==> src/design/pov_pkg.sv <==
`default_nettype none

package pov_pkg;

    // panel and rotation geometry
    localparam int ROT_RES   = 256; // angle steps per turn
    localparam int NUM_ROWS  = 64;  // pixels per column
    localparam int NUM_COLS  = 64;  // physical columns
    localparam int SCAN_RATE = 32;  // column pairs, idx and idx+32
    localparam int RGB_RES   = 9;   // 3 red, 3 green, 3 blue

    // angle and pair index
    typedef logic [$clog2(ROT_RES)-1:0]   theta_t;
    typedef logic [$clog2(SCAN_RATE)-1:0] col_idx_t;

    // pixel payloads
    typedef logic [RGB_RES-1:0]                       pixel_t;
    typedef logic [NUM_ROWS-1:0][RGB_RES-1:0]         column_t;
    // [0] is column idx, [1] is column idx+32
    typedef logic [1:0][NUM_ROWS-1:0][RGB_RES-1:0]    col_pair_t;

    // one refresh flag per pair index
    typedef logic [SCAN_RATE-1:0] col_mask_t;

    typedef enum logic [1:0] {
        MODE_CYLINDER  = 2'd0,
        MODE_SPHERE    = 2'd1,
        MODE_CUBE      = 2'd2,
        MODE_STARFIELD = 2'd3
    } mode_t;

    // scene colours, rrr_ggg_bbb
    localparam pixel_t SPHERE_COLOR = 9'h1ff; // white
    localparam pixel_t CUBE_COLOR   = 9'h038; // green
    localparam pixel_t STAR_COLOR   = 9'h1c7; // magenta-ish

endpackage

`default_nettype wire

==> src/design/hub75_driver.sv <==
`timescale 1ns/100ps
`default_nettype none

// clocks one column pair into the panel shift registers, then latches it
// rgb0 carries column idx, rgb1 column idx+32
module hub75_driver
    import pov_pkg::*;
(
    input  wire            clk_in,
    input  wire            rst_in,
    input  wire col_pair_t columns,
    input  wire col_idx_t  col_num,
    input  wire            data_valid,
    output logic           hub75_ready,
    output pixel_t         hub_rgb0,
    output pixel_t         hub_rgb1,
    output logic           hub_clk,
    output logic           hub_lat,
    output logic           hub_oe,     // active low
    output col_idx_t       hub_addr
);

    typedef enum logic [1:0] {
        ST_IDLE,
        ST_SHIFT,
        ST_LATCH
    } state_t;

    state_t state;
    logic [$clog2(NUM_ROWS)-1:0] row;   // row being shifted
    logic      phase;                   // 0 setup, 1 clock high
    col_pair_t cols_q;                  // captured pair
    col_idx_t  addr_q;

    // data held for both phases of a row
    assign hub_rgb0 = cols_q[0][row];
    assign hub_rgb1 = cols_q[1][row];
    assign hub_clk  = (state == ST_SHIFT) && phase; // second cycle of row
    assign hub_addr = addr_q;

    always_ff @(posedge clk_in) begin
        if (rst_in) begin
            state       <= ST_IDLE;
            row         <= '0;
            phase       <= 1'b0;
            hub75_ready <= 1'b0;  // rises first cycle after release
            hub_lat     <= 1'b0;
            hub_oe      <= 1'b1;  // dark until something is latched
        end else begin
            case (state)
                ST_IDLE: begin
                    if (data_valid) begin
                        state       <= ST_SHIFT;
                        row         <= '0;
                        phase       <= 1'b0;
                        hub75_ready <= 1'b0;
                        hub_oe      <= 1'b0;
                    end else begin
                        hub75_ready <= 1'b1;
                    end
                end
                ST_SHIFT: begin
                    phase <= ~phase;
                    if (phase) begin
                        row <= row + 1'b1;
                        if (row == NUM_ROWS - 1) begin // last clock pulse
                            state   <= ST_LATCH;
                            hub_lat <= 1'b1;
                            hub_oe  <= 1'b1;           // blank while latching
                        end
                    end
                end
                ST_LATCH: begin
                    state       <= ST_IDLE;
                    hub_lat     <= 1'b0;
                    hub_oe      <= 1'b0;
                    hub75_ready <= 1'b1;
                end
                default: begin
                    state <= ST_IDLE;
                end
            endcase
        end
    end

    // payload capture
    always_ff @(posedge clk_in) begin
        if (state == ST_IDLE && data_valid) begin
            cols_q <= columns;
            addr_q <= col_num;
        end
    end

endmodule

`default_nettype wire

==> config.mk <==
export PLATFORM = sky130hd
export DESIGN_NAME = hub75_driver
export DESIGN_NICKNAME = d
export VERILOG_FILES = /design/src/design/pov_pkg.sv /design/src/design/hub75_driver.sv
export SDC_FILE = /design/constraint.sdc
export NUM_CORES = 1
export LEC_CHECK = 0
export BUFFER_PORTS_ARGS = -buffer_cell sky130_fd_sc_hd__buf_2
export CAP_MARGIN = 10
export CORE_AREA = 2 2 468 470
export CTS_CLUSTER_DIAMETER = 120
export DETAILED_ROUTE_END_ITERATION = 6
export DIE_AREA = 0 0 470 472
export REMOVE_ABC_BUFFERS = 1
export SLEW_MARGIN = 10
export SYNTH_ARGS = -nofsm -noshare
export SYNTH_HDL_FRONTEND = slang
export SYNTH_SLANG_ARGS = --single-unit
==> constraint.sdc <==
create_clock -name clk_in -period 96.3 [get_ports clk_in]
set_clock_uncertainty 0.05 [all_clocks]
set_input_delay 4.815 -clock clk_in [delete_from_list [all_inputs] [get_ports clk_in]]
set_output_delay 4.815 -clock clk_in [all_outputs]
set_load 0.02 [all_outputs]
==> results by stage <==
Setup path:
- The top fanout value on the critical path is 44.
- The worst setup path is of the register to output pin kind.
- Among the stages of the critical path, the cell type that occurs most often is buf_4.
- The largest single stage delay on the critical path is 860 ps.
- Walking the worst path, the cells encountered are buf_4, buf_4, buf_4, buf_4, and3b_1, a221oi_1, o211ai_1, o21ai_0, a211oi_1, buf_2.
- STA classifies the critical path startpoint as a register.
- For the worst setup path, the data required time is 91430 ps.
- STA classifies the critical path endpoint as an output pin.
- The cell at the slowest stage of the critical path is dfxtp_4.
- Data on the critical path arrives at its endpoint at 7000 ps.

Layout:
- In the final layout, the share of cells above drive strength 1 is 49.8%.
- The post-layout net count is 4502.
- The relative area change from synthesis to final layout is 29.9%.
- Summing all multi-input logic gate instances after layout gives 9290 um^2.
- With fillers left out, the area of the finished cells amounts to 58500 um^2.
- The fill cell instance count of the final layout is 21918.
- The final design utilization is 27.0%.
- The storage element area is 35000 um^2.

Synthesis:
- The number of storage elements in the synthesis netlist is 1169.
- By count the netlist is led by edfxtp_1 (1157), mux4_2 (189), mux2i_1 (165).
- The synthesized instance count is 2089.
- The number of distinct library cells after synthesis is 55.
- Of the post-synthesis cell area, the dominant cell type holds 77.1%.
- Yosys printed 0 warnings.
- The synthesized cell area is 45000 um^2.
- The largest area contributor in the netlist is edfxtp_1.
- After synthesis, the share of flip-flops with an asynchronous set or reset is 0%.
- In the synthesized netlist the dominant register cell turns out to be edfxtp_1.
- Ranked by total cell area, the synthesized netlist is headed by edfxtp_1 (77%), mux4_2 (9.5%), mux2i_1 (3.7%).
- The synthesized area divided by synthesized cell count is 21.6 um^2.
- Yosys mapped a number of flops with a built-in enable equal to 1157.
- In the post-synthesis netlist, the cell with the most instances is edfxtp_1.
- The share of the yosys chip area belonging to registers is 77.7%.

Clock network:
- The clock reaches the later pin of the worst-skew pair after 750 ps.
- The H-tree was split into 4 levels.
- The post-CTS repair timing setup buffer count is 0.
- TritonCTS created 132 clock buffers.
- The clock tree from TritonCTS is done.
- The tree is rooted in a clkbuf_16.
- The clock passes through at most 3 buffers.
- The clock sink total is 1169.
- The CTS clock-pin slew for the worst setup and hold paths is 60 ps.
- Post-CTS repair changed the size of 0 cells.
- The number of hold buffers added after cts is 0.

Floorplan:
- In this run the horizontal extent of the chip is 470 um.
- The initial utilization of the core area, before any placement, comes to 20.8%.
- The top-level I/O count is 1187.
- The floorplan die area is 222000 um^2.
- The die boundary height is 472 um.
- The floorplan core area is 217000 um^2.
- The initialized floorplan defines 171 standard-cell rows.

Route:
- Dividing the detail-routed wire length by the instance count gives 27.1 um.
- The number of remaining DRC errors is 0.
- The routed design has 172 mm of wire.
- The detail route stage leaves a number of antenna-violating nets equal to 0.
- The length of the first detailed-routing pass in iterations is 6.
- The final route contains 26946 vias.
- In the routed layout, each cell is associated on average with a via count of 4.25.
- The count of routing violations after the opening detailed-route iteration is 2633.

Place:
- The final weighted congestion in routability-driven placement is 0.881.
- The post-detailed-placement half-perimeter wirelength is 130 mm.
- The placed standard-cell area is 54200 um^2.
- The port buffer count is 1186.

STA:
- The number of failing hold endpoints at the final stage is 0.
- Across all hold checks on the routed design, the worst slack comes to 438 ps.
- The clock period could shrink to 11870 ps.
- The number of setup violations in the final report is 0.
- The final critical path takes up 12.3% of the cycle.
- The worst pin sits at a relative slew slack of 24.7%.
- The setup total negative slack is 0 ps.
- The highest clock rate is 84.3 MHz.
- Setup repair after global routing left no endpoint under its margin.
- The number of max-slew violations in the final report was 0.
- At the pin with the least slew margin, the transition time is 1130 ps.

Flow run:
- The total of max-cap violations is 0.

GRT:
- The via count of the first global-routing pass is 27758.
- The number of antenna violations at the first check in global routing is 88.
- The all-layer global routing usage is 14.9%.
- The global-route congestion overflow total is 0.
- The pin count of the biggest net entering global routing is 87.
- The first global-routing pass estimated 227 mm of wire.

Hold path:
- The worst hold path class is register to register.

Power:
- In this run the power density over the cells is 20.1 nW/um^2.
- The maximum vdd ir drop is 0.0000166 V.
- The standby leakage power is 20.4 nW.

Status:
- The run finished with clean final reports.
==> layer usage <==
layer / wire length [um] / global-route usage [%]
met4: 4840 / 4.90
met2: 82800 / 24.7
met5: 231 / 0
met3: 17000 / 5.13
met1: 67000 / 18.1
==> per-stage QoR <==
step                setup slack (ps)  std cells  power [mW]
global placement               84680       6061       0.689
floorplan                       2660       1971       0.740
detailed placement             84650       6061       0.691
global route                   83640       6314        1.21
finish                         84430       6339        1.17
CTS                            83770       6298        1.19
==> cells in the final DEF, fill, tap and decap left out, drive strengths merged, types with 29 or more instances in the layout <==
cell,count
clkbuf,168
nor2,37
nand2,56
o21ai,29
a221oi,48
o211ai,33
clkinv,44
mux4,193
mux2i,165
buf,1236
a21oi,47
diode,41
mux2,73
edfxtp,1157
==> path summary, 6_finish.rpt <==
path | from | to | slack [ps] | cells after the start
hold reg to reg | hub_lat$_SDFFE_PP0P_ | hub_lat$_SDFFE_PP0P_ | 440 | 2
setup / recovery | row[0]$_SDFFE_PP0P_ | hub_rgb1[7] | 84430 | 10
setup reg to reg | state[1]$_SDFFE_PP0P_ | cols_q[898]$_DFFE_PP_ | 90140 | 7
hold / removal | hub_lat$_SDFFE_PP0P_ | hub_lat$_SDFFE_PP0P_ | 440 | 2
==> critical path, delay by kind of cell (launching register included) <==
family                 cells  cell delay, ps
AO/OA/AOI/OAI              4            1230
AND/OR/NAND/NOR            1             520
flip-flops                 1             860
buffers and inverters      5            3330
==> flip-flops by register name (all words and copies together), names as in the netlist <==
signal       flops
cols_q        1152
hub75_ready      1
hub_addr         5
hub_lat          1
hub_oe           1
phase            1
row              6
state            2
==> final cells by class <==
class | count | area share [%]
clock buffer | 168 | 6.10
multi-input combinational | 799 | 15.9
sequential | 1169 | 59.8
tap | 2854 | 6.10
timing repair buffer | 1236 | 10.8
antenna | 41 | 0.175
clock inverter | 69 | 1.10
inverter | 3 | 0.0193
==> kinds of logic (layout without fill, tap and decap cells) <==
logic type	count (synthesis)	after routing	share of synthesized area [%]
AOI/OAI and AO/OA	240	240	3.98
xor gates and xnor gates	2	2	0.0389
buffers and inverters	121	1476	1.84
and+or+nand+nor	125	125	1.27
DFF	1169	1169	77.7
other	0	41	0
muxes	431	431	15.2
adders and majority gates	1	1	0.0278
==> power by group <==
group	switching (mW)	leakage [nW]	internal [mW]	total (mW)
combinational	0.0386	7.15	0.0312	0.0698
sequential	0.0110	11.2	0.598	0.610
clock	0.209	2.03	0.285	0.495
total	0.259	20.4	0.915	1.17
Power figures use the tool's default switching activity.
